[config.mk]
export PLATFORM = sky130hd
export DESIGN_NAME = pixel_timer
export DESIGN_NICKNAME = d
export VERILOG_FILES = /design/src/hw/video_bus_pkg.sv /design/src/hw/pixel_timer.sv
export SDC_FILE = /design/constraint.sdc
export NUM_CORES = 1
export LEC_CHECK = 0
export BUFFER_PORTS_ARGS = -buffer_cell sky130_fd_sc_hd__buf_2
export CORE_ASPECT_RATIO = 1.1
export CORE_MARGIN = 8
export CORE_UTILIZATION = 59
export DETAILED_ROUTE_END_ITERATION = 10
export PLACE_DENSITY = 0.95
export SYNTH_ARGS = -nofsm -noshare
export SYNTH_HDL_FRONTEND = slang
export SYNTH_SLANG_ARGS = --single-unit
export TNS_END_PERCENT = 30
[constraint.sdc]
create_clock -name i_clock -period 8.9 [get_ports i_clock]
set_input_delay 0.89 -clock i_clock [delete_from_list [all_inputs] [get_ports i_clock]]
set_output_delay 0.89 -clock i_clock [all_outputs]
set_load 0.01 [all_outputs]
[src/hw/video_bus_pkg.sv]
package video_bus_pkg;

	localparam int ADDR_W = 32;
	localparam int DATA_W = 32;

	// Byte addresses at or above this go to the palette
	localparam logic [ADDR_W-1:0] PALETTE_BASE = 32'h0100_0000;

	localparam logic [1:0] RESP_OKAY = 2'b00;

	typedef enum logic [1:0] {
		IDLE,
		DRAIN,
		FETCH,
		HOLD
	} arb_state_t;

	// One pending frame buffer write
	typedef struct packed {
		logic [ADDR_W-1:0] address;
		logic [DATA_W-1:0] data;
	} fifo_entry_t;

endpackage
[src/hw/pixel_timer.sv]
`timescale 1ns/100ps

module pixel_timer #(
	parameter int H_ACTIVE = 320,
	parameter int H_TOTAL = 400,
	parameter int V_ACTIVE = 240,
	parameter int V_TOTAL = 262,
	parameter int PIX_DIV = 8
) (
	input logic i_clock,
	input logic i_rst,
	output logic o_pix_tick,
	output logic [$clog2(H_TOTAL)-1:0] o_pos_x,
	output logic [$clog2(V_TOTAL)-1:0] o_pos_y,
	output logic o_active,
	output logic o_fetch,
	output logic [video_bus_pkg::ADDR_W-1:0] o_fetch_addr
);

	localparam int X_W = $clog2(H_TOTAL);
	localparam int Y_W = $clog2(V_TOTAL);
	localparam int DIV_W = (PIX_DIV > 1) ? $clog2(PIX_DIV) : 1;
	localparam int AW = video_bus_pkg::ADDR_W;

	logic [DIV_W-1:0] div_cnt;
	logic [X_W:0] ahead_x;
	logic line_wrap;
	logic [Y_W-1:0] next_line;
	logic [Y_W-1:0] fetch_y;
	logic [X_W:0] fetch_x;
	logic fetch_ok;

	// Tick marks the first clock of each pixel period
	assign o_pix_tick = (div_cnt == '0);
	assign o_active = (o_pos_x < H_ACTIVE) && (o_pos_y < V_ACTIVE);

	always_ff @(posedge i_clock) begin
		if (i_rst) begin
			div_cnt <= '0;
			o_pos_x <= '0;
			o_pos_y <= '0;
		end else if (div_cnt == DIV_W'(PIX_DIV - 1)) begin
			div_cnt <= '0;
			if (o_pos_x == X_W'(H_TOTAL - 1)) begin
				o_pos_x <= '0;
				o_pos_y <= next_line;
			end else begin
				o_pos_x <= o_pos_x + 1'b1;
			end
		end else begin
			div_cnt <= div_cnt + 1'b1;
		end
	end

	// Quad two pixels ahead, possibly on the next line or frame
	always_comb begin
		ahead_x = {1'b0, o_pos_x} + (X_W + 1)'(2);
		line_wrap = (o_pos_x == X_W'(H_TOTAL - 2));
		next_line = (o_pos_y == Y_W'(V_TOTAL - 1)) ? '0 : o_pos_y + 1'b1;
		fetch_y = line_wrap ? next_line : o_pos_y;
		fetch_x = line_wrap ? '0 : ahead_x;
		if (line_wrap)
			fetch_ok = (next_line < V_ACTIVE);
		else
			fetch_ok = (ahead_x[1:0] == 2'b00) && (ahead_x < H_ACTIVE) && (o_pos_y < V_ACTIVE);
	end

	assign o_fetch = o_pix_tick && fetch_ok;
	assign o_fetch_addr = AW'(fetch_y) * AW'(H_ACTIVE) + AW'(fetch_x);

endmodule

### Word-level counts from Yosys, hierarchy flattened

Cells that the tools add are included.

| storage, ports and cells | value |
|---|---|
| output and inout bits | 53 |
| bits in registers | 21 |
| word-level logic and storage cells | 30 |

| operators by class | value |
|---|---|
| $mul | 1 |
| $lt $le $gt $ge | 4 |
| multiplexer cells | 5 |
| $add $sub $neg | 5 |
| reduce and logical (&&, ||, !) cells | 8 |
| equality and inequality tests | 4 |

Operators with widths:

| kind | number |
|---|---|
| 9-bit equality test, second input constant | 3 |
| 9-bit two-way mux | 3 |
| 18-bit by 10-bit adder with 19-bit output | 1 |
| 9-bit by 1-bit adder with 9-bit output, second input constant | 2 |
| 9-bit by 8-bit < comparator with 1-bit output, second input constant | 2 |
| 9-bit by 3-bit multiplier with 12-bit output, second input constant | 1 |
| 9-bit by 2-bit adder with 10-bit output, second input constant | 1 |
| 10-bit by 9-bit < comparator with 1-bit output, second input constant | 1 |
| 10-bit two-way mux | 1 |
| 9-bit < comparator, second input constant | 1 |
| 1-bit logical AND | 4 |
| 3-bit by 1-bit adder with 3-bit output, second input constant | 1 |
| 3-bit equality test, second input constant | 1 |
| 3-bit zero test | 1 |
| 2-bit zero test | 1 |
| 2-bit AND reduction | 1 |
| 2-bit OR reduction | 1 |
| 1-bit two-way mux | 1 |

### Depth between registers and ports, before layout

| depth | value |
|---|---|
| depth in word-level cells | 6 |
| gate-level depth with buffers | 20 |
| mapped depth without buffers | 18 |

### Worst setup path after synthesis

OpenSTA, ideal clock, no wires.

| path | value |
|---|---|
| path type | flip-flop to output port |
| from | register o_pos_y[0] |
| to | output o_fetch_addr[16] (netlist name) |
| required time | 8010 ps |
| arrival time | 4184 ps |
| slack | 3826 ps |
| buffers on the path | 1 |
| cell stages (with the launch flop) | 17 |
| cells stage by stage | dfxtp_1 ha_1 or4b_4 nor4_4 clkbuf_1 nor2_1 o21ai_0 o31ai_1 ha_1 ha_1 and3_1 a221oi_1 xnor2_1 nand4_1 or3_1 nand4_1 xor2_1 |

| between the ends | value |
|---|---|
| cells in the longest elaborated chain, start to end | 5 |
| elaborated cells between the ends (all ways) | 6 |

Ends and longest elaborated chain:

| item | line | source |
|---|---|---|
| start, declared | pixel_timer.sv:14 | `output logic [$clog2(V_TOTAL)-1:0] o_pos_y,` |
| start signal, assigned | pixel_timer.sv:46 | `o_pos_y <= next_line;` |
| 9-bit by 1-bit adder with 9-bit output or 9-bit equality test (tied branches) | pixel_timer.sv:59 | `next_line = (o_pos_y == Y_W'(V_TOTAL - 1)) ? '0 : o_pos_y + 1'b1;` |
| 9-bit two-way mux | pixel_timer.sv:59 |  |
| 9-bit two-way mux * | pixel_timer.sv:60 | `fetch_y = line_wrap ? next_line : o_pos_y;` |
| 9-bit by 3-bit multiplier with 12-bit output * | pixel_timer.sv:69 | `assign o_fetch_addr = AW'(fetch_y) * AW'(H_ACTIVE) + AW'(fetch_x);` |
| 18-bit by 10-bit adder with 19-bit output * | pixel_timer.sv:69 |  |
| end, declared | pixel_timer.sv:17 | `output logic [video_bus_pkg::ADDR_W-1:0] o_fetch_addr` |

Every way passes the cells marked *; elsewhere a longest branch is shown, timed or not.

### Final worst setup path

| path | value |
|---|---|
| from | register o_pos_y[0] |
| to | output o_fetch_addr[17] (netlist name) |

Same word-level chain as after synthesis.

==> summary by stage <==
CTS
No sink is reached through more buffers than the 2 on the longest clock path. The CTS tree is built. The clock-pin slew on the worst setup and hold paths is 0.08 ns. Clock latency on the worst-skew pair, taken at its later pin, is 0.27 ns. The clock drives 21 sinks. The number of clock buffers inserted by TritonCTS is 3. The master cell of the clock root buffer is sky130_fd_sc_hd__clkbuf_8.

In this run the number of H-tree levels came out at 1. The post-cts gate resize count is 0. In this run the post-CTS setup repair buffer count came out at 0. For this design, the CTS-stage hold fixing added 0 buffers.

Run status
The flow ran to the end, and the final reports show no timing, DRC or antenna violations.

Detailed routing
For this run, the detailed router's first-pass iteration total came to 5. The detailed router placed 2200 vias in this run. The via density per instance is 5.80.

In the final routed layout, each cell accounts on average for 14.9 um. After the first detailed-routing iteration, the DRC count stood at 90. The final layout contains routed wiring with a total length of 5.63 mm. The remaining number of nets flagged by the antenna check after routing is 0. The number of remaining DRC errors is 0.

Placed design
The count of placed standard cells including taps is 375. The total half-perimeter wirelength after legalization and detailed placement is 4.50 mm. Buffers placed on the I/O ports in this run total 40. The final weighted congestion in routability-driven placement is 0.902.

Synth
Of all flip-flops after synthesis, the portion carrying an async set or reset was 0%. By area the synthesized netlist is led by sky130_fd_sc_hd__dfxtp_1, sky130_fd_sc_hd__ha_1, sky130_fd_sc_hd__xnor2_1. The top flip-flop cell by instance count after synthesis is sky130_fd_sc_hd__dfxtp_1. A synthesized cell averages 7.78 um^2. The register bit count reported by yosys is 21. The cell count after synthesis came out at 300. Summed over its instances, the top area cell type makes up 18.0% of the synthesized netlist area. In this run, synthesis inferred 0 flip-flops with an integrated enable. Synthesis instantiated 52 different standard cells from the library. The sequential-to-total area share from yosys stat is 18.0%. The cell area after synthesis is 0.00233 mm^2. The Yosys step of the flow raised 0 warnings. The top cell type by total area after synthesis is sky130_fd_sc_hd__dfxtp_1.

GRT
The number of global-route vias before repair is 2145. The number of antenna violations at the first check in global routing was 0. Global routing finished with a remaining overflow of 0. The first-pass GRT wire length is 9.53 mm.

Global routing used 17.8% of the available tracks. Entering global routing, the biggest net connects 22 pins.

Power
Power spread over the standard cell area amounts to 68.0 mW/mm^2. The static leakage is 1.19 nW. The worst IR drop on VDD is 0.109 mV.

Layout
The antenna diode count is 0. Cells fill 64.6% of the core in the end. The ratio of cells with drive above 1 in the final layout is 17.4%. The filler-free cell count of the finished design is 379. The commonest non-fill, non-tap cell in the layout is sky130_fd_sc_hd__buf_2. The relative area change from synthesis to final layout is 7.19%. The library cells used most frequently in the layout, excluding fill and tap cells, are sky130_fd_sc_hd__buf_2, sky130_fd_sc_hd__nor2_1, sky130_fd_sc_hd__ha_1, sky130_fd_sc_hd__dfxtp_1, sky130_fd_sc_hd__nand2_1. The final layout contains 358 nets.

Die
The initial core utilization is 60.2%. The y dimension of the die is 82.0 um. From left edge to right edge, the die measures 76.0 um. The die covers 0.00623 mm^2. The core region area is 0.00387 mm^2. After floorplanning, the core was divided into 24 placement rows. For this design the top-level I/O count stands at 55.

Timing
Final hold analysis gives a worst-case slack of 0.461 ns. The post-route clock period utilization is 66.1%. The number of pins exceeding their max-slew limit in the final report came to 0. Setup repair after global routing left no endpoint under its margin. Derived from the worst setup path, the maximum achievable clock frequency is 170 MHz. The number of endpoints with negative hold slack in the final report is 0.

Headroom to the max-slew limit came out at 56.2%. On the final layout, the worst clock skew is 0.00868 ns. The slew at the pin with the worst max-slew slack is 0.652 ns. The post-layout minimum cycle time is 5.88 ns. Setup violations remaining at the end of the flow were counted as 0. Adding up every negative setup slack in the final design gives 0 ns.

Worst setup path
Of all nets on the critical path, the largest fanout is 13. The worst reg2reg path startpoint is o_pos_y[0]. Broken down by cell family, the worst path's largest delay share belongs to compound AO/OA/AOI/OAI gates.

The critical path capture point type is an output port. The data arrival time of the critical path is 4.99 ns. The worst stage delay on the critical path is 0.58 ns. By instance count, the cell type seen most on the critical path is sky130_fd_sc_hd__ha_1.

The master of the slowest instance on the critical path is sky130_fd_sc_hd__nor4_4. The number of buffer and inverter instances along the worst setup path is 1. The kind of launch point of the worst setup path is a flop.

The required time reported for the critical path endpoint is 8.01 ns. By startpoint and endpoint, the worst setup path is classified as reg2out. The signal on the critical path passes through ha_1 -> or4b_4 -> nor4_4 -> nor2_1 -> o21ai_0 -> o31ai_1 -> ha_1 -> ha_1 -> and3_1 -> a221oi_1 -> o21bai_1 -> a2111oi_2 -> o21ba_1 -> o22a_1 -> o21ai_2 -> buf_2.

In this run the worst setup path begins at o_pos_y[0].

Worst hold path
The startpoint identified for the worst hold timing path is div_cnt[0]. The worst hold path belongs to the class reg2reg.

Run
The max-cap violation count is 0.
==> worst paths after layout <==
check	to	slack [ns]	cells after the start
setup / recovery	o_fetch_addr[17]	3.02	16
hold / removal	div_cnt[0]	0.46	1
setup reg to reg	o_pos_y[3]	6.62	6
hold reg to reg	div_cnt[0]	0.46	1
==> power breakdown <==
group          switching, mW  leakage [nW]  total, mW  internal (mW)
sequential          0.000827         0.170     0.0959         0.0951
combinational        0.00707         0.999     0.0100        0.00293
clock                 0.0329        0.0255     0.0641         0.0313
==> cell families (layout without fill, tap and decap cells) <==
group	after synthesis	count (layout)	synth area share, %
xor+xnor	29	29	10.9
other cells	1	14	0.161
fa+ha+maj	28	28	15.7
flops	21	21	18.0
mux	3	3	1.34
buf+inv	43	57	10.3
compound gates	60	60	16.5
simple gates	115	115	27.1
==> cell type report <==
type / instances / area (um^2)
fill: 343 / 1370
tap: 52 / 65.1
clock buffer: 3 / 41.3
multi-input combinational: 249 / 1720
timing repair buffer: 40 / 200
sequential: 21 / 420
clock inverter: 1 / 5.00
inverter: 13 / 48.8
==> synth_stat cells, types with 4 or more instances <==
library cell	instances
sky130_fd_sc_hd__nor2_1	28
sky130_fd_sc_hd__ha_1	26
sky130_fd_sc_hd__dfxtp_1	21
sky130_fd_sc_hd__nand2_1	20
sky130_fd_sc_hd__xnor2_1	18
sky130_fd_sc_hd__a21oi_1	17
sky130_fd_sc_hd__o21ai_0	17
sky130_fd_sc_hd__buf_4	15
sky130_fd_sc_hd__inv_1	13
sky130_fd_sc_hd__nand3_1	12
sky130_fd_sc_hd__clkbuf_1	11
sky130_fd_sc_hd__xor2_1	11
sky130_fd_sc_hd__nor3_1	10
sky130_fd_sc_hd__and2_1	6
sky130_fd_sc_hd__nand4_1	6
sky130_fd_sc_hd__a21o_1	5
sky130_fd_sc_hd__and3_1	5
sky130_fd_sc_hd__or3_1	4
==> through the flow <==
stage / power, mW / area (um^2) / worst slack (ns)
2_1_floorplan: 0.110 / 2380 / 3.83
3_3_place_gp: 0.107 / 2450 / 3.49
3_5_place_dp: 0.108 / 2450 / 3.36
4_1_cts: 0.170 / 2500 / 3.06
5_1_grt: 0.176 / 2500 / 2.73
6_report: 0.170 / 2500 / 3.02
==> registers in the layout (all words and copies together), names as in the netlist <==
name / count
o_pos_x: 9
o_pos_y: 9
div_cnt: 3
==> per-layer routing <==
| layer | up-vias | global-route usage [%] | part of all wire (%) |
|---|---|---|---|
| met5 | - | 0 | 0 |
| met4 | 0 | 7.84 | 2.6 |
| met3 | 14 | 3.28 | 6.9 |
| met2 | 94 | 33.2 | 51 |
| met1 | 1012 | 19.5 | 40 |
| li1 | 1080 | - | - |
==> worst register-to-register path: stages (launching register included) <==
cell	delay [ns]
sky130_fd_sc_hd__dfxtp_1	0.50
sky130_fd_sc_hd__ha_1	0.19
sky130_fd_sc_hd__or4b_4	0.46
sky130_fd_sc_hd__nor4_4	0.58
sky130_fd_sc_hd__o21ai_0	0.21
sky130_fd_sc_hd__a21oi_1	0.18
sky130_fd_sc_hd__nor2_1	0.05
Note: power is estimated with default switching activity, not from simulation.
