`src/hw/video_bus_pkg.sv`:
```
package video_bus_pkg;

	localparam int ADDR_W = 32;
	localparam int DATA_W = 32;

	// Byte addresses at or above this go to the palette
	localparam logic [ADDR_W-1:0] PALETTE_BASE = 32'h0100_0000;

	localparam logic [1:0] RESP_OKAY = 2'b00;

	typedef enum logic [1:0] {
		IDLE,
		DRAIN,
		FETCH,
		HOLD
	} arb_state_t;

	// One pending frame buffer write
	typedef struct packed {
		logic [ADDR_W-1:0] address;
		logic [DATA_W-1:0] data;
	} fifo_entry_t;

endpackage
```
`src/hw/cpu_write_port.sv`:
```
`timescale 1ns/100ps

module cpu_write_port (
	input logic i_clock,
	input logic i_rst,
	input logic i_awvalid,
	output logic o_awready,
	input logic [video_bus_pkg::ADDR_W-1:0] i_awaddr,
	input logic i_wvalid,
	output logic o_wready,
	input logic [video_bus_pkg::DATA_W-1:0] i_wdata,
	output logic o_bvalid,
	input logic i_bready,
	output logic [1:0] o_bresp,
	input logic i_fifo_full,
	output logic o_push,
	output video_bus_pkg::fifo_entry_t o_push_entry,
	output logic o_pal_we,
	output logic [7:0] o_pal_index,
	output logic [video_bus_pkg::DATA_W-1:0] o_pal_data
);

	logic is_palette;
	logic accept;

	assign is_palette = (i_awaddr >= video_bus_pkg::PALETTE_BASE);

	// Both channels valid, no response outstanding, room for the write
	assign accept = i_awvalid && i_wvalid && !o_awready && !o_bvalid &&
		(is_palette || !i_fifo_full);

	assign o_bresp = video_bus_pkg::RESP_OKAY;

	always_ff @(posedge i_clock) begin
		if (i_rst) begin
			o_awready <= 1'b0;
			o_wready <= 1'b0;
			o_bvalid <= 1'b0;
			o_push <= 1'b0;
			o_pal_we <= 1'b0;
		end else begin
			o_awready <= accept;
			o_wready <= accept;
			o_push <= accept && !is_palette;
			o_pal_we <= accept && is_palette;
			if (o_awready)
				o_bvalid <= 1'b1;
			else if (i_bready)
				o_bvalid <= 1'b0;
		end
	end

	// Captured with the decision, used in the ready cycle
	always_ff @(posedge i_clock) begin
		if (accept) begin
			o_push_entry.address <= i_awaddr;
			o_push_entry.data <= i_wdata;
			o_pal_index <= i_awaddr[9:2];
			o_pal_data <= i_wdata;
		end
	end

endmodule

```
`config.mk`:
```
export PLATFORM = sky130hd
export DESIGN_NAME = cpu_write_port
export DESIGN_NICKNAME = d
export VERILOG_FILES = /design/src/hw/video_bus_pkg.sv /design/src/hw/cpu_write_port.sv
export SDC_FILE = /design/constraint.sdc
export NUM_CORES = 1
export LEC_CHECK = 0
export ABC_CLOCK_PERIOD_IN_PS = 10200
export BUFFER_PORTS_ARGS = -buffer_cell sky130_fd_sc_hd__buf_2
export CAP_MARGIN = 20
export CORE_AREA = 2 2 85 87
export DETAILED_ROUTE_END_ITERATION = 8
export DIE_AREA = 0 0 87 89
export GPL_TIMING_DRIVEN = 0
export PLACE_DENSITY_LB_ADDON = 0.2
export SKIP_CTS_REPAIR_TIMING = 1
export SYNTH_ARGS = -nofsm -noshare
export SYNTH_HDL_FRONTEND = slang
export SYNTH_SLANG_ARGS = --single-unit
export TNS_END_PERCENT = 100
```
`constraint.sdc`:
```
create_clock -name i_clock -period 10.2 [get_ports i_clock]
set_clock_uncertainty 0.05 [all_clocks]
set_input_delay 2.04 -clock i_clock [delete_from_list [all_inputs] [get_ports i_clock]]
set_output_delay 2.04 -clock i_clock [all_outputs]
set_load 0.1 [all_outputs]
```
## Word-level counts from Yosys, hierarchy flattened

Index checks and enable logic that the tools add are counted.

| word-level totals | value |
|---|---|
| output and inout port bits | 111 |
| input port bits | 70 |
| logic and storage cells | 22 |
| bits in registers | 76 |

| operators by class | value |
|---|---|
| muxes and demuxes | 2 |
| reductions and logical operators | 12 |
| $lt $le $gt $ge | 1 |

Operator list:

| kind | count |
|---|---|
| >= comparator 32 x 25 -> 1 bit, second input constant | 1 |
| logical AND 1 bit | 6 |
| zero test 1 bit | 4 |
| two-way mux 1 bit | 2 |
| nonzero test 2 bit | 1 |
| logical OR 1 bit | 1 |

## Depth between registers and ports, before layout

Gate-level depths: netlist of the first run.

| depth | value |
|---|---|
| word-level depth | 5 |
| gate-level depth with buffers | 3 |
| depth with buffers taken out | 3 |

## Worst setup path before layout of the first run

OpenSTA, ideal clock, no wires.

| path | value |
|---|---|
| path kind | input-to-reg |
| start point | input i_awaddr[30] (netlist name) |
| end point | register o_pal_data[0] (netlist name), enable pin |
| arrival time | 9232 ps |
| stages on the path | 3 |
| setup slack | 235 ps |
| data required time | 9467 ps |
| library setup time | 683 ps |
| cell sequence | or4_1 > nor2_2 > a2111oi_1 |

| between the ends | value |
|---|---|
| cells in the longest elaborated chain, start to end | 3 |

Ends and longest elaborated chain:

| item | RTL line | text |
|---|---|---|
| start: declaration | cpu_write_port.sv:8 | `input logic [video_bus_pkg::ADDR_W-1:0] i_awaddr,` |
| >= comparator 32 x 25 -> 1 bit | cpu_write_port.sv:26 | `assign is_palette = (i_awaddr >= video_bus_pkg::PALETTE_BASE);` |
| logical OR 1 bit | cpu_write_port.sv:30 | `(is_palette \|\| !i_fifo_full);` |
| logical AND 1 bit | cpu_write_port.sv:29 | `assign accept = i_awvalid && i_wvalid && !o_awready && !o_bvalid &&` |
| via accept | cpu_write_port.sv:24 | `logic accept;` |
| end signal: assignment | cpu_write_port.sv:59 | `o_pal_data <= i_wdata;` |
| end: declaration | cpu_write_port.sv:20 | `output logic [video_bus_pkg::DATA_W-1:0] o_pal_data` |

The timed path passes the listed nets, and every way through them passes these cells.
A chain may end at the register's enable or synchronous reset.

## Worst setup path in the final report of the first run

| path | value |
|---|---|
| start point | input i_awaddr[31] (netlist name) |
| end point | register o_push_entry[43] (netlist name), enable pin |

| between the ends | value |
|---|---|
| cells in the longest elaborated chain, start to end | 3 |

Ends and longest elaborated chain:

| item | RTL line | text |
|---|---|---|
| >= comparator 32 x 25 -> 1 bit | cpu_write_port.sv:26 |  |
| logical OR 1 bit | cpu_write_port.sv:30 |  |
| logical AND 1 bit | cpu_write_port.sv:29 |  |
| via accept | cpu_write_port.sv:24 |  |
| end: declaration | cpu_write_port.sv:17 | `output video_bus_pkg::fifo_entry_t o_push_entry,` |

The timed path passes the listed nets, and every way through them passes these cells.

==> flow_summary_export.csv, run 1 <==
group,metric,value,unit
synth,avgSynthCellArea,19.42,um^2
grt,grt_max_degree,11,
grt,antenna_found_initial,0,
sta,drv_slew,0,
routing,dr.pass1.iters,4,
setup_path,crit_top_cell,"buf_2",
synth,yosys.area.top_type_share,0.7979,
routing,wirelength,5314,um
power,ir_drop,0.09005,mV
synth,synth_most_common_cell,"edfxtp_1",
setup_path,crit_chain,"buf_2 -> or4_1 -> nor2_2 -> a2111oi_2 -> buf_2 -> buf_2 -> buf_2 -> buf_4",
synth,ys_seq_elements,68,
placed_design,post-place-ws,5.849,ns
floorplanning,coreArea,0.006719,mm^2
clock_tree,clk_pin_slew_worst_paths,0.06,ns
setup_path,critPathArrivalTime,3.97,ns
setup_path,critPathSlowestCell,"a2111oi_2",
synth,synthTopCellsByArea,"edfxtp_1 (80%), buf_4 (13%), dfxtp_1 (3.3%), or4_1 (0.62%), nor4_2 (0.52%)",
cells_and_area,drive_gt1_frac,0.7523,
synth,syn_area,0.002409,mm^2
power,p_total,0.0006852,W
placed_design,port_buffers,178,
routing,drc,0,
setup_path,worstSetupPathType,"input pin to register",
placed_design,dp.cells,392,
setup_path,critPathTopFamily,"buffers and inverters",
sta,fin_crit_sh,0.3910,
grt,grt_pass1_wl,7555,um
cells_and_area,postLayoutCoreUtil,0.5385,
clock_tree,cts_tree,"built",
clock_tree,cts_buffer_depth,2,
clock_tree,cts.htree.levels,3,
setup_path,worstPathRequired,10.19,ns
routing,ant_nets,0,
power,power.leakage,1.701,nW
sta,max_freq,0.2508,GHz
routing,viasPerCell,4.184,
sta,min_period,3.988,ns
setup_path,slowest_delay,0.62,ns
sta,rsz0062_at_grt,"false",
clock_tree,cts.sinks,68,
synth,ys_types,13,
clock_tree,numCtsBuffers,9,
routing,vias,1703,
routing,route.met2.wl,2547,um
floorplanning,fp.dieArea,0.007743,mm^2
worst_hold_path,hp-class,"register to register",
setup_path,critPathBufInv,5,
routing,met1_length,2022,um
floorplanning,pin_count,181,
setup_path,regToRegSetupSlack,7.95,ns
synth,synth_warnings,0,
setup_path,worst_setup_path_start_kind,"input pin",
setup_path,cp-end-kind,"register",
floorplanning,placementRows,30,
power,power_density,189.4,mW/mm^2
synth,yosys-top-cells-count,"edfxtp_1 (64), buf_4 (43), dfxtp_1 (4)",
setup_path,worstPathMaxFanout,8,
sta,holdWs,0.5078,ns
sta,slew_headroom,0.5937,
synth,synth_edf_count,64,
floorplanning,die_h,89,um
synth,yosysSeqAreaShare,0.8312,
placed_design,gp_congestion,0.6803,
cells_and_area,area_growth,50.23,%
floorplanning,die_x,87,um
outcome,status,"finished, final reports clean",
cells_and_area,nets,393,
clock_tree,clk-insertion-delay-late,0.33,ns
sta,finalSetupViolCount,0,
routing,top_layer_used,"met4",
sta,setup_slack,6.212,ns
synth,yosys.area.top_type,"edfxtp_1",
placed_design,dp_hpwl,4323,um
grt,grt_pass1_vias,1522,
sta,hold_viol,0,
job,timing.max_cap.violations,0,
clock_tree,clockRootBuffer,"clkbuf_8",
grt,gr-total-overflow,0,
routing,dr_wl_met3,643,um
cells_and_area,finalNonFillerCells,407,
cells_and_area,antennaDiodeCount,0,
floorplanning,initial_utilization,0.3585,
synth,synthArstFlopShare,0,
sta,max_slew.worst_pin.slew,0.6083,ns
synth,netlist_instances,124,
synth,synth-main-ff-cell,"edfxtp_1",
routing,wl_per_cell,13.06,um
grt,grt_usage,0.1360,
routing,dr.first_iter.drc_count,52,
## cells in the final DEF, fill, tap and decap left out
| master | synthesis | routed |
|---|---|---|
| a2111oi_2 | 0 | 1 |
| a21oi_1 | 2 | 2 |
| buf_2 | 0 | 181 |
| buf_4 | 43 | 49 |
| clkbuf_1 | 0 | 3 |
| clkbuf_8 | 0 | 9 |
| clkinv_2 | 0 | 3 |
| conb_1 | 1 | 2 |
| dfxtp_1 | 4 | 4 |
| edfxtp_1 | 64 | 64 |
| inv_1 | 1 | 1 |
| nand2_1 | 1 | 1 |
| nor2_1 | 2 | 2 |
| nor2_2 | 1 | 1 |
| nor4_2 | 1 | 1 |
| or4_1 | 2 | 2 |
| or4_4 | 1 | 1 |
## metrics by stage
| step | setup TNS, ns | instance area (um^2) |
|---|---|---|
| after floorplan | 0 | 2412 |
| after global placement | -166.38 | 3403 |
| after detailed placement | 0 | 3468 |
| after CTS | 0 | 3618 |
| after global routing | 0 | 3618 |
| final | 0 | 3618 |
## path summary, 6_finish.rpt
path                          from                         end  cells past startpoint
min reg2reg  o_bvalid$_SDFFE_PP0P_       o_bvalid$_SDFFE_PP0P_                      2
max                   i_awaddr[31]  o_push_entry[43]$_DFFE_PP_                      8
max reg2reg    o_wready$_SDFF_PP0_  o_push_entry[43]$_DFFE_PP_                      5
min          o_bvalid$_SDFFE_PP0P_       o_bvalid$_SDFFE_PP0P_                      2
## state kept, by name (all words and copies together), names as in the netlist
signal        cells
o_bvalid          1
o_pal_data       32
o_pal_we          1
o_push            1
o_push_entry     32
o_wready          1
## cells by family after synthesis
group / share of synthesized area
flops: 0.8312
buf+inv: 0.1356
compound gates: 0.008312
other cells: 0.001557
simple gates: 0.02337
## layer usage
layer  up-vias  global-route usage
li1        804                   -
met1       765              0.1571
met2       123              0.2137
met3        11             0.05540
met4         0             0.08097
met5         -                   0
## power by group
group          internal [W]  switching [W]
sequential         0.000320     0.00000470
clock             0.0000859      0.0000906
combinational     0.0000315       0.000153
## layout make-up
class | instances | area [um^2]
Buffer | 43 | 322.8
Clock buffer | 12 | 135.1
Clock inverter | 3 | 15.01
Fill cell | 578 | 3100
Inverter | 1 | 3.754
Multi-Input combinational cell | 13 | 88.84
Sequential cell | 68 | 2002
Tap cell | 80 | 100.1
Timing Repair Buffer | 187 | 950.9
## worst reg2reg max path: stages (launching register included)
cell and delay [ns]:
dfxtp_1 0.36, a2111oi_2 0.56, buf_2 0.30, buf_2 0.24
buf_2 0.25, buf_4 0.20
Note: power is estimated with default switching activity, not from simulation.
==> run 2, diff against run 1 <==
Settings changed: ABC_CLOCK_PERIOD_IN_PS 10200 to 3840, CORE_AREA 2 2 85 87 to 2 2 81 83, DIE_AREA 0 0 87 89 to 0 0 83 85.
Clock period 10.2 ns to 3.84 ns, I/O delays scaled along.
==> flow_summary_export.csv, run 2 (synthesis results as in run 1) <==
group,metric,value,unit
floorplanning,die_h,85,um
setup_path,critPathArrivalTime,2.46,ns
grt,antenna_found_initial,0,
grt,top_usage_layer,"met2",
sta,tns,0,ns
grt,met1_usage,0.1532,
clock_tree,clockRootBuffer,"clkbuf_8",
routing,wirelength,5007,um
power,power.leakage,1.676,nW
sta,min_period,2.482,ns
cells_and_area,finalNonFillerCells,400,
floorplanning,placementRows,29,
sta,hold_viol,0,
grt,grt_pass1_vias,1532,
cells_and_area,nets,388,
floorplanning,fp.dieArea,0.007055,mm^2
routing,viasPerCell,4.110,
clock_tree,clk-insertion-delay-late,0.32,ns
setup_path,regToRegSetupSlack,1.81,ns
routing,drc,0,
clock_tree,clk_pin_slew_worst_paths,0.06,ns
sta,fin_crit_sh,0.6463,
cells_and_area,area_growth,50.13,%
job,timing.max_cap.violations,0,
power,ir_drop,0.2633,mV
sta,rsz0062_at_grt,"false",
routing,wl_per_cell,12.52,um
placed_design,dp_hpwl,4019,um
clock_tree,numCtsBuffers,9,
routing,vias,1644,
clock_tree,cts_buffer_depth,2,
sta,drv_slew,0,
setup_path,worstSetupPathType,"input pin to register",
worst_hold_path,hp-class,"register to register",
floorplanning,initial_utilization,0.3882,
setup_path,worstPathRequired,3.82,ns
cells_and_area,final_common_cell,"buf_2",
grt,grt_pass1_wl,7410,um
routing,dr.pass1.iters,4,
cells_and_area,drive_gt1_frac,0.7368,
placed_design,gp_congestion,0.6698,
cells_and_area,top_regs,"o_pal_data: 32 flops, o_push_entry: 32 flops",
outcome,status,"finished, final reports clean",
sta,max_slew.worst_pin.slew,0.9856,ns
floorplanning,pin_count,181,
clock_tree,cts_tree,"built",
grt,gr-total-overflow,0,
grt,met2_usage,0.2419,
routing,ant_nets,0,
routing,dr.first_iter.drc_count,38,
setup_path,worstPathMaxFanout,14,
setup_path,worst_setup_path_start_kind,"input pin",
power,power_density,501.0,mW/mm^2
placed_design,dp.cells,384,
floorplanning,die_x,83,um
grt,grt_util_met3,0.04377,
cells_and_area,n_fill_cell,521,
clock_tree,cts.htree.levels,3,
setup_path,cp-end-kind,"register",
floorplanning,coreArea,0.006205,mm^2
grt,grt_usage,0.1401,
sta,finalSetupViolCount,0,
sta,max_freq,0.4029,GHz
placed_design,port_buffers,178,
clock_tree,cts.sinks,68,
cells_and_area,antennaDiodeCount,0,
grt,grt_max_degree,17,
sta,slew_headroom,0.3429,
cells_and_area,layout_common_cells,"buf_2 (178), edfxtp_1 (64), buf_4 (43)",
run 2: path summary, 6_finish.rpt:
kind | from | end | cells past startpoint
min reg2reg | o_bvalid$_SDFFE_PP0P_ | o_bvalid$_SDFFE_PP0P_ | 2
max | i_awaddr[31] | o_pal_data[19]$_DFFE_PP_ | 6
max reg2reg | o_wready$_SDFF_PP0_ | o_pal_data[19]$_DFFE_PP_ | 3
min | o_bvalid$_SDFFE_PP0P_ | o_bvalid$_SDFFE_PP0P_ | 2
run 2: metal layers:
metal  share of wire  wire [um]  up-vias
li1                -          -      798
met2            0.53       2649      106
met1            0.37       1852      733
met5               0          0        -
met3           0.088        441        7
met4           0.013         63        0
run 2: critical path: stages:
cell and delay [ns]:
buf_2 0.09, or4_1 0.15, nor2_2 0.07, a2111oi_4 0.91, buf_6 0.29, buf_8 0.17
run 2: cell type report:
cell class	instances	area (um^2)	area share
Clock buffer	15	146.4	0.04048
Sequential cell	68	2002	0.5536
Timing Repair Buffer	182	939.7	0.2599
Clock inverter	1	3.754	0.001038
Multi-Input combinational cell	13	101.3	0.02803
Tap cell	77	96.34	0.02664
Inverter	1	3.754	0.001038
Buffer	43	322.8	0.08927
run 2: through the flow:
step	total power [W]	utilization	setup WS (ns)	cell area [um^2]	hold slack (ns)
after CTS	0.001837	0.5828	1.354	3616	0.5222
final	0.001812	0.5828	1.358	3616	0.5279
after global placement	0.001362	0.5507	-0.8203	3417	0.5052
after floorplan	0.001283	-	0.08538	2430	0.7890
after detailed placement	0.001369	0.5586	1.002	3466	0.5127
after global routing	0.001877	0.5828	1.236	3616	0.5428
run 2: where the power goes:
part | total [W] | switching, W | internal, W
Clock | 0.000461 | 0.000227 | 0.000234
Combinational | 0.000488 | 0.000405 | 0.0000836
Sequential | 0.000862 | 0.0000122 | 0.000850
