### src/hw/video_bus_pkg.sv
package video_bus_pkg;

	localparam int ADDR_W = 32;
	localparam int DATA_W = 32;

	// Byte addresses at or above this go to the palette
	localparam logic [ADDR_W-1:0] PALETTE_BASE = 32'h0100_0000;

	localparam logic [1:0] RESP_OKAY = 2'b00;

	typedef enum logic [1:0] {
		IDLE,
		DRAIN,
		FETCH,
		HOLD
	} arb_state_t;

	// One pending frame buffer write
	typedef struct packed {
		logic [ADDR_W-1:0] address;
		logic [DATA_W-1:0] data;
	} fifo_entry_t;

endpackage
### src/hw/mem_port_if.sv
`timescale 1ns/100ps

interface mem_port_if;

	logic request;
	// High for a write, low for a read
	logic rw;
	logic [video_bus_pkg::ADDR_W-1:0] address;
	logic [video_bus_pkg::DATA_W-1:0] wdata;
	logic [video_bus_pkg::DATA_W-1:0] rdata;
	logic ready;

	modport master (
		output request,
		output rw,
		output address,
		output wdata,
		input rdata,
		input ready
	);

	modport slave (
		input request,
		input rw,
		input address,
		input wdata,
		output rdata,
		output ready
	);

endinterface

### src/hw/vram_arbiter.sv
`timescale 1ns/100ps

module vram_arbiter (
	input logic i_clock,
	input logic i_rst,
	input logic i_fetch,
	input logic [video_bus_pkg::ADDR_W-1:0] i_fetch_addr,
	input video_bus_pkg::fifo_entry_t i_fifo_head,
	input logic i_fifo_empty,
	output logic o_fifo_pop,
	mem_port_if.master mem,
	output logic o_quad_valid,
	output logic [video_bus_pkg::DATA_W-1:0] o_quad
);

	video_bus_pkg::arb_state_t state;
	logic fetch_pending;
	logic [video_bus_pkg::ADDR_W-1:0] pending_addr;

	// Head leaves the FIFO once the write is taken
	assign o_fifo_pop = (state == video_bus_pkg::DRAIN) && mem.ready;

	always_ff @(posedge i_clock) begin
		if (i_rst) begin
			state <= video_bus_pkg::IDLE;
			mem.request <= 1'b0;
			fetch_pending <= 1'b0;
			o_quad_valid <= 1'b0;
		end else begin
			o_quad_valid <= 1'b0;
			// Strobe may land mid drain, keep it for later
			if (i_fetch)
				fetch_pending <= 1'b1;

			case (state)
				video_bus_pkg::IDLE: begin
					if (fetch_pending || i_fetch) begin
						state <= video_bus_pkg::FETCH;
						mem.request <= 1'b1;
						fetch_pending <= 1'b0;
					end else if (!i_fifo_empty) begin
						state <= video_bus_pkg::DRAIN;
						mem.request <= 1'b1;
					end
				end
				video_bus_pkg::DRAIN: begin
					if (mem.ready) begin
						state <= video_bus_pkg::IDLE;
						mem.request <= 1'b0;
					end
				end
				video_bus_pkg::FETCH: begin
					if (mem.ready) begin
						state <= video_bus_pkg::HOLD;
						mem.request <= 1'b0;
						o_quad_valid <= 1'b1;
					end
				end
				default: begin
					state <= video_bus_pkg::IDLE;
				end
			endcase
		end
	end

	// Request fields, loaded only when a transaction starts
	always_ff @(posedge i_clock) begin
		if (i_fetch)
			pending_addr <= i_fetch_addr;
		if (state == video_bus_pkg::IDLE) begin
			if (fetch_pending || i_fetch) begin
				mem.rw <= 1'b0;
				mem.address <= i_fetch ? i_fetch_addr : pending_addr;
			end else if (!i_fifo_empty) begin
				mem.rw <= 1'b1;
				mem.address <= i_fifo_head.address;
				mem.wdata <= i_fifo_head.data;
			end
		end
		if (state == video_bus_pkg::FETCH && mem.ready)
			o_quad <= mem.rdata;
	end

endmodule

### src/flat_wrapper.sv
// flat-port wrapper written by rule: the top's interface ports become plain ports
module vram_arbiter_flat 
  (i_clock, i_rst, i_fetch, i_fetch_addr, i_fifo_head, i_fifo_empty, o_fifo_pop, o_quad_valid, o_quad, mem_request, mem_rw, mem_address, mem_wdata, mem_rdata, mem_ready);
  mem_port_if mem_i ();
  input logic i_clock;
  input logic i_rst;
  input logic i_fetch;
  input logic [video_bus_pkg::ADDR_W-1:0] i_fetch_addr;
  input video_bus_pkg::fifo_entry_t i_fifo_head;
  input logic i_fifo_empty;
  output logic o_fifo_pop;
  output logic o_quad_valid;
  output logic [video_bus_pkg::DATA_W-1:0] o_quad;
  output wire logic [$bits(mem_i.request)-1:0] mem_request;
  output wire logic [$bits(mem_i.rw)-1:0] mem_rw;
  output wire logic [$bits(mem_i.address)-1:0] mem_address;
  output wire logic [$bits(mem_i.wdata)-1:0] mem_wdata;
  input wire logic [$bits(mem_i.rdata)-1:0] mem_rdata;
  input wire logic [$bits(mem_i.ready)-1:0] mem_ready;
  assign mem_request = mem_i.request;
  assign mem_rw = mem_i.rw;
  assign mem_address = mem_i.address;
  assign mem_wdata = mem_i.wdata;
  assign mem_i.rdata = mem_rdata;
  assign mem_i.ready = mem_ready;
  vram_arbiter u_core (.i_clock(i_clock), .i_rst(i_rst), .i_fetch(i_fetch), .i_fetch_addr(i_fetch_addr), .i_fifo_head(i_fifo_head), .i_fifo_empty(i_fifo_empty), .o_fifo_pop(o_fifo_pop), .mem(mem_i), .o_quad_valid(o_quad_valid), .o_quad(o_quad));
endmodule
### config.mk
export PLATFORM = sky130hd
export DESIGN_NAME = vram_arbiter_flat
export DESIGN_NICKNAME = d
export VERILOG_FILES = /design/src/hw/video_bus_pkg.sv /design/src/hw/mem_port_if.sv /design/src/hw/vram_arbiter.sv /design/src/flat_wrapper.sv
export SDC_FILE = /design/constraint.sdc
export NUM_CORES = 1
export LEC_CHECK = 0
export ABC_CLOCK_PERIOD_IN_PS = 4900
export BUFFER_PORTS_ARGS = -buffer_cell sky130_fd_sc_hd__buf_2
export CORE_MARGIN = 1
export CORE_UTILIZATION = 45
export CTS_CLUSTER_DIAMETER = 200
export CTS_CLUSTER_SIZE = 30
export DETAILED_ROUTE_END_ITERATION = 12
export PLACE_DENSITY = 0.79
export SLEW_MARGIN = 20
export SYNTH_ARGS = -nofsm -noshare
export SYNTH_HDL_FRONTEND = slang
export SYNTH_SLANG_ARGS = --single-unit
### constraint.sdc
create_clock -name i_clock -period 4.9 [get_ports i_clock]
set_clock_uncertainty 0.2 [all_clocks]
set_input_delay 0 -clock i_clock [delete_from_list [all_inputs] [get_ports i_clock]]
set_output_delay 0 -clock i_clock [all_outputs]
set_load 0.02 [all_outputs]
==> results of run 1 <==
## Yosys cell counts, types with 2 or more instances
library cell	count	area, um2
mux2_2	32	360.4
inv_1	3	11.26
buf_2	4	20.02
clkbuf_1	2	7.510
edfxtp_1	97	2913
a21oi_1	2	10.01
and2_1	2	12.51
buf_6	2	22.52
ha_1	4	50.05
dfxtp_1	37	740.7
nor2_1	98	367.9
buf_4	3	22.52
## logic make-up after synthesis
family | Yosys count
flops | 134
buf+inv | 15
simple gates | 106
compound gates | 9
fa+ha+maj | 4
mux | 32
## per-stage QoR
stage | instances | setup slack (ns) | instance area, um2 | utilization (%) | hold slack (ns)
floorplan | 300 | 1.137 | 4652 | - | -0.1338
global placement | 657 | 2.208 | 5943 | 59.97 | -0.02230
detailed placement | 657 | 2.128 | 5943 | 59.97 | -0.02191
==> flow_summary_export.csv, run 1 <==
group,metric,value,unit
run_status,status,"did not finish",
run_status,stop_stage,"clock tree synthesis (4_1_cts)",
run_status,error,"[ERROR RSZ-0060] Max buffer count reached.",
logic_synthesis,ys_warn_count,0,
logic_synthesis,synthXorXnorAreaFrac,0,%
cts,root_buffer,"clkbuf_8",
logic_synthesis,synth_edf_count,97,
die,num_rows,36,
logic_synthesis,postSynthAreaPerCell,15.51,um2
place,hpwl,8036,um
logic_synthesis,ys_async_sr_fraction,0,%
cts,cts_hold_buf,139,
cts,cts_resized,0,
logic_synthesis,synth_cell_types,26,
logic_synthesis,synthMuxAreaShare,7.746,%
logic_synthesis,seq_area_frac_synth,78.54,%
cts,cts-htree-levels,4,
cts,numCtsBuffers,17,
cts,cts_setup_buffers,0,
logic_synthesis,synth_simple_gate_area_share,9.118,%
logic_synthesis,ys.flop_type,"edfxtp_1",
die,dieWidth,103.7,um
logic_synthesis,synth.cell_area,0.004652,mm2
cts,clock-sinks,134,
logic_synthesis,syn_inst,300,
place,portBuffers,232,
die,die_height,103.7,um
die,start_util,46.94,%
logic_synthesis,synth_compound_area_share,1.533,%
place,gp_congestion,0.8474,
cts,clock_path_buffers,2,
logic_synthesis,synthAdderAreaFrac,1.076,%
logic_synthesis,synth_top_family_by_area,"simple AND/OR/NAND/NOR gates",
die,ios,233,
logic_synthesis,syn_nets,437,
logic_synthesis,synth-seq-cells,134,
==> run 2: changes to the inputs <==
--- a/config.mk
+++ b/config.mk
@@ -8,11 +8,9 @@
 export ABC_CLOCK_PERIOD_IN_PS = 4900
 export BUFFER_PORTS_ARGS = -buffer_cell sky130_fd_sc_hd__buf_2
 export CORE_MARGIN = 1
-export CORE_UTILIZATION = 45
-export CTS_CLUSTER_DIAMETER = 200
-export CTS_CLUSTER_SIZE = 30
+export CORE_UTILIZATION = 40
 export DETAILED_ROUTE_END_ITERATION = 12
-export PLACE_DENSITY = 0.79
+export PLACE_DENSITY_LB_ADDON = 0.15
 export SLEW_MARGIN = 20
 export SYNTH_ARGS = -nofsm -noshare
 export SYNTH_HDL_FRONTEND = slang
==> run 2 against run 1 <==
The run now ends clean; synthesized area did not move; synthesized cell count did not move.
==> flow_summary_export.csv, run 2 <==
group,metric,value,unit
logic_synthesis,synth_top_area_share,62.61,%
cts,clk_latency,0.40,ns
die,dieWidth,109.8,um
routing,vias,3744,
logic_synthesis,synth_edf_count,97,
logic_synthesis,synth-seq-cells,134,
worst_setup_path,cp_max_fo,5,
logic_synthesis,synthTopCellsByCount,"nor2_1, edfxtp_1, dfxtp_1, mux2_2",
job,cap_violations,0,
place,hpwl,7875,um
logic_synthesis,postSynthAreaPerCell,15.51,um2
timing,fmaxAchievable,0.4299,GHz
worst_setup_path,rrSetupSlack,2.57,ns
place,gp_congestion,0.7276,
global_routing,grt_pass1_wl,18150,um
routing,ant_nets,0,
timing,hold_viol,0,
timing,grt_setup_unrepaired,"no",
cells_and_area,fillerInstances,776,
timing,worst_slew_pin_slew,0.8210,ns
worst_setup_path,critPathBufInv,2,
pwr,p_leak,3.424,nW
routing,drtIter0Drc,237,
cts,clock_path_buffers,2,
cts,cts_tree,"yes",
timing,setup_violations,0,
worst_setup_path,path_depth,6,
worst_setup_path,start_kind,"register",
run_status,status,"complete, no violations",
timing,relSlewSlack,45.27,%
logic_synthesis,syn_nets,437,
logic_synthesis,ys_warn_count,0,
routing,viasPerCell,4.495,
worst_setup_path,crit_path_top_delay_cell,"dlygate4sd3_1",
die,ios,233,
logic_synthesis,seq_area_frac_synth,78.54,%
cells_and_area,final_common_cell,"buf_2",
pwr,ir_drop,280.4,uV
worst_setup_path,path_delay_family,"buffers and inverters",
cells_and_area,nets,813,
worst_setup_path,crit_type,"register to register",
routing,drc,0,
routing,drtPass1Iterations,5,
die,die_area,0.01206,mm2
logic_synthesis,ys.flop_type,"edfxtp_1",
routing,drt_wl_total,12440,um
cts,clock-sinks,134,
cells_and_area,stdcell_count,833,
die,num_rows,39,
worst_setup_path,worst_r2r_endpoint,"u_core.state[0]$_SDFFE_PP0P_",
global_routing,grtUsageTotal,20.95,%
worst_setup_path,worstPathRequired,4.99,ns
cells_and_area,drive_gt1_share,43.98,%
die,core,0.01137,mm2
timing,tns,0,ns
logic_synthesis,syn_inst,300,
worst_setup_path,end_kind,"register",
logic_synthesis,synth.cell_area,0.004652,mm2
worst_setup_path,critical_path.cell_chain,"inv_1 -> ha_1 -> nor4bb_2 -> o21bai_1 -> a221oi_2 -> dlygate4sd3_1",
worst_setup_path,worstRegToRegCells,6,
cts,root_buffer,"clkbuf_16",
global_routing,grt_max_degree,37,
min_path,hold_class,"input pin to register",
cts,path_clk_slew,0.06,ns
die,start_util,40.92,%
cts,cts-htree-levels,4,
logic_synthesis,synth_largest_area_cell,"edfxtp_1",
cells_and_area,area_growth_syn_to_layout,71.06,%
global_routing,grt_pass1_vias,3756,
worst_setup_path,critical_path.endpoint,"u_core.state[0]$_SDFFE_PP0P_",
worst_setup_path,crit_start,"u_core.state[0]$_SDFFE_PP0P_",
cts,numCtsBuffers,17,
cts,cts_setup_buffers,0,
pwr,p_per_area,494.5,mW/mm2
place,placed_cells,668,
min_path,whs_path_depth,2,
place,portBuffers,232,
global_routing,overflow,0,
pwr,power,3.935,mW
cells_and_area,final_cell_mix,"buf_2, dlygate4sd3_1, nor2_1, edfxtp_1, dfxtp_1",
min_path,worstHoldStart,"mem_rdata[20]",
routing,routedWlPerCell,14.94,um
die,die_height,109.8,um
logic_synthesis,ys_async_sr_fraction,0,%
logic_synthesis,synth_area_leaders,"edfxtp_1, dfxtp_1, nor2_1",
worst_setup_path,r2r_start,"u_core.state[0]$_SDFFE_PP0P_",
global_routing,grt_antenna_before_repair,1,
timing,fin_crit_sh,47.47,%
timing,min_period,2.326,ns
worst_setup_path,arrival,2.42,ns
logic_synthesis,yosysMostFrequentCell,"nor2_1",
timing,drv_slew,0,
worst_setup_path,crit_path_max_incr_delay,0.56,ns
logic_synthesis,synth_cell_types,26,
cells_and_area,post-route-util,69.99,%
[run 2: cell counts after synthesis]
No cell type changed its count.
[run 2: cell type report]
type	instances	area, um2	area share (%)
tap	143	178.9	2.248
multi-input combinational	151	919.6	11.56
clock buffer	22	506.7	6.368
antenna	1	2.502	0.03145
inverter	4	20.02	0.2516
sequential	134	3654	45.91
timing repair buffer	368	2512	31.57
clock inverter	10	163.9	2.060
[run 2: layer usage]
layer / up-vias / wire length (um) / global-route usage (%)
li1: 1809 / - / -
met2: 167 / 6529 / 38.79
met1: 1754 / 4790 / 21.98
met3: 14 / 951 / 6.580
met5: - / 0 / 0
met4: 0 / 172 / 7.905
[run 2: through the flow]
step | cell area, um2 | worst slack, ns | hold slack, ns
floorplan | 4652 | 1.137 | -0.1338
global placement | 5963 | 2.413 | -0.02215
detailed placement | 5963 | 2.356 | -0.02134
CTS | 7955 | 2.553 | 0.08402
global route | 7958 | 2.384 | 0.09333
finish | 7958 | 2.574 | 0.1018
[run 2: worst min path at each step]
stage / end / slack, ns
4_1_cts: u_core.o_quad[7]$_DFFE_PP_ / 0.08
6_report: u_core.o_quad[20]$_DFFE_PP_ / 0.10
3_3_place_gp: u_core.mem.wdata[1]$_DFFE_PP_ / -0.02
5_1_grt: u_core.mem.wdata[1]$_DFFE_PP_ / 0.09
3_5_place_dp: u_core.mem.wdata[3]$_DFFE_PP_ / -0.02
2_1_floorplan: u_core.state[0]$_SDFFE_PP0P_ / -0.13
[run 2: logic make-up after synthesis]
family	Yosys count	synth area share, %
flops	134	78.54
simple gates	106	9.118
mux	32	7.746
buf+inv	15	1.990
compound gates	9	1.533
fa+ha+maj	4	1.076
[run 2: timing repair]
| action | 4_1_cts | 5_1_grt |
|---|---|---|
| resized for setup | 0 | 0 |
| hold buffers | 132 | 0 |
| endpoints found under the hold margin | 139 | 0 |
[run 2: where the power goes]
group          leakage [nW]  internal (mW)  switching, mW
logic                  1.89          0.343          0.593
registers              1.22           1.53         0.0711
clock network         0.317          0.941          0.461
Note: power is estimated with default switching activity, not from simulation.
==> run 3: changes to the inputs <==
--- a/config.mk
+++ b/config.mk
@@ -5,7 +5,7 @@
 export SDC_FILE = /design/constraint.sdc
 export NUM_CORES = 1
 export LEC_CHECK = 0
-export ABC_CLOCK_PERIOD_IN_PS = 4900
+export ABC_CLOCK_PERIOD_IN_PS = 2250
 export BUFFER_PORTS_ARGS = -buffer_cell sky130_fd_sc_hd__buf_2
 export CORE_MARGIN = 1
 export CORE_UTILIZATION = 40
==> constraint.sdc (replaced) <==
create_clock -name i_clock -period 2.25 [get_ports i_clock]
set_clock_uncertainty 0.2 [all_clocks]
set_input_delay 0 -clock i_clock [delete_from_list [all_inputs] [get_ports i_clock]]
set_output_delay 0 -clock i_clock [all_outputs]
set_load 0.02 [all_outputs]
==> run 3 against run 2 <==
The run now fails in clock tree synthesis (4_1_cts); synthesized area is the same; synthesized cell count is the same.
==> flow_summary_export.csv, run 3 <==
group,metric,value,unit
logic_synthesis,postSynthAreaPerCell,15.51,um2
run_status,status,"did not finish",
logic_synthesis,synth_edf_count,97,
logic_synthesis,yosysMostFrequentCell,"nor2_1",
cts,clock_path_buffers,2,
logic_synthesis,ys_warn_count,0,
die,num_rows,39,
logic_synthesis,ys.flop_type,"edfxtp_1",
cts,cts_resized,0,
place,hpwl,8086,um
logic_synthesis,ys_async_sr_fraction,0,%
logic_synthesis,synth_area_leaders,"edfxtp_1, dfxtp_1, nor2_1",
logic_synthesis,syn_nets,437,
logic_synthesis,synth_cell_types,26,
place,pre_cts_ws,0.4651,ns
cts,clock-sinks,134,
die,ios,233,
run_status,stop_stage,"clock tree synthesis (4_1_cts)",
logic_synthesis,syn_inst,300,
die,dieWidth,109.8,um
cts,cts_setup_buffers,0,
die,die_height,109.8,um
cts,cts_hold_buf,142,
logic_synthesis,synthTopCellsByCount,"nor2_1, edfxtp_1, dfxtp_1, mux2_2",
run_status,error,"[ERROR RSZ-0060] Max buffer count reached.",
place,portBuffers,232,
cts,root_buffer,"clkbuf_16",
logic_synthesis,seq_area_frac_synth,78.54,%
die,start_util,40.92,%
logic_synthesis,synth.cell_area,0.004652,mm2
logic_synthesis,synth_top_area_share,62.61,%
cts,numCtsBuffers,17,
logic_synthesis,synth_largest_area_cell,"edfxtp_1",
logic_synthesis,synth-seq-cells,134,
cts,cts-htree-levels,4,
place,gp_congestion,0.7397,
## run 3: cell counts after synthesis
No cell type changed its count.
## run 3: metrics by stage
step / instance area (um2) / cells
after detailed placement: 6036 / 672
after floorplan: 4663 / 300
after global placement: 6036 / 672
## run 3: cells by family after synthesis
family                   share of synthesized area, %
AO/OA/AOI/OAI                                   1.533
flip-flops                                      78.54
buffers and inverters                           1.990
adder cells (fa/ha/maj)                         1.076
AND/OR/NAND/NOR                                 9.118
multiplexers                                    7.746
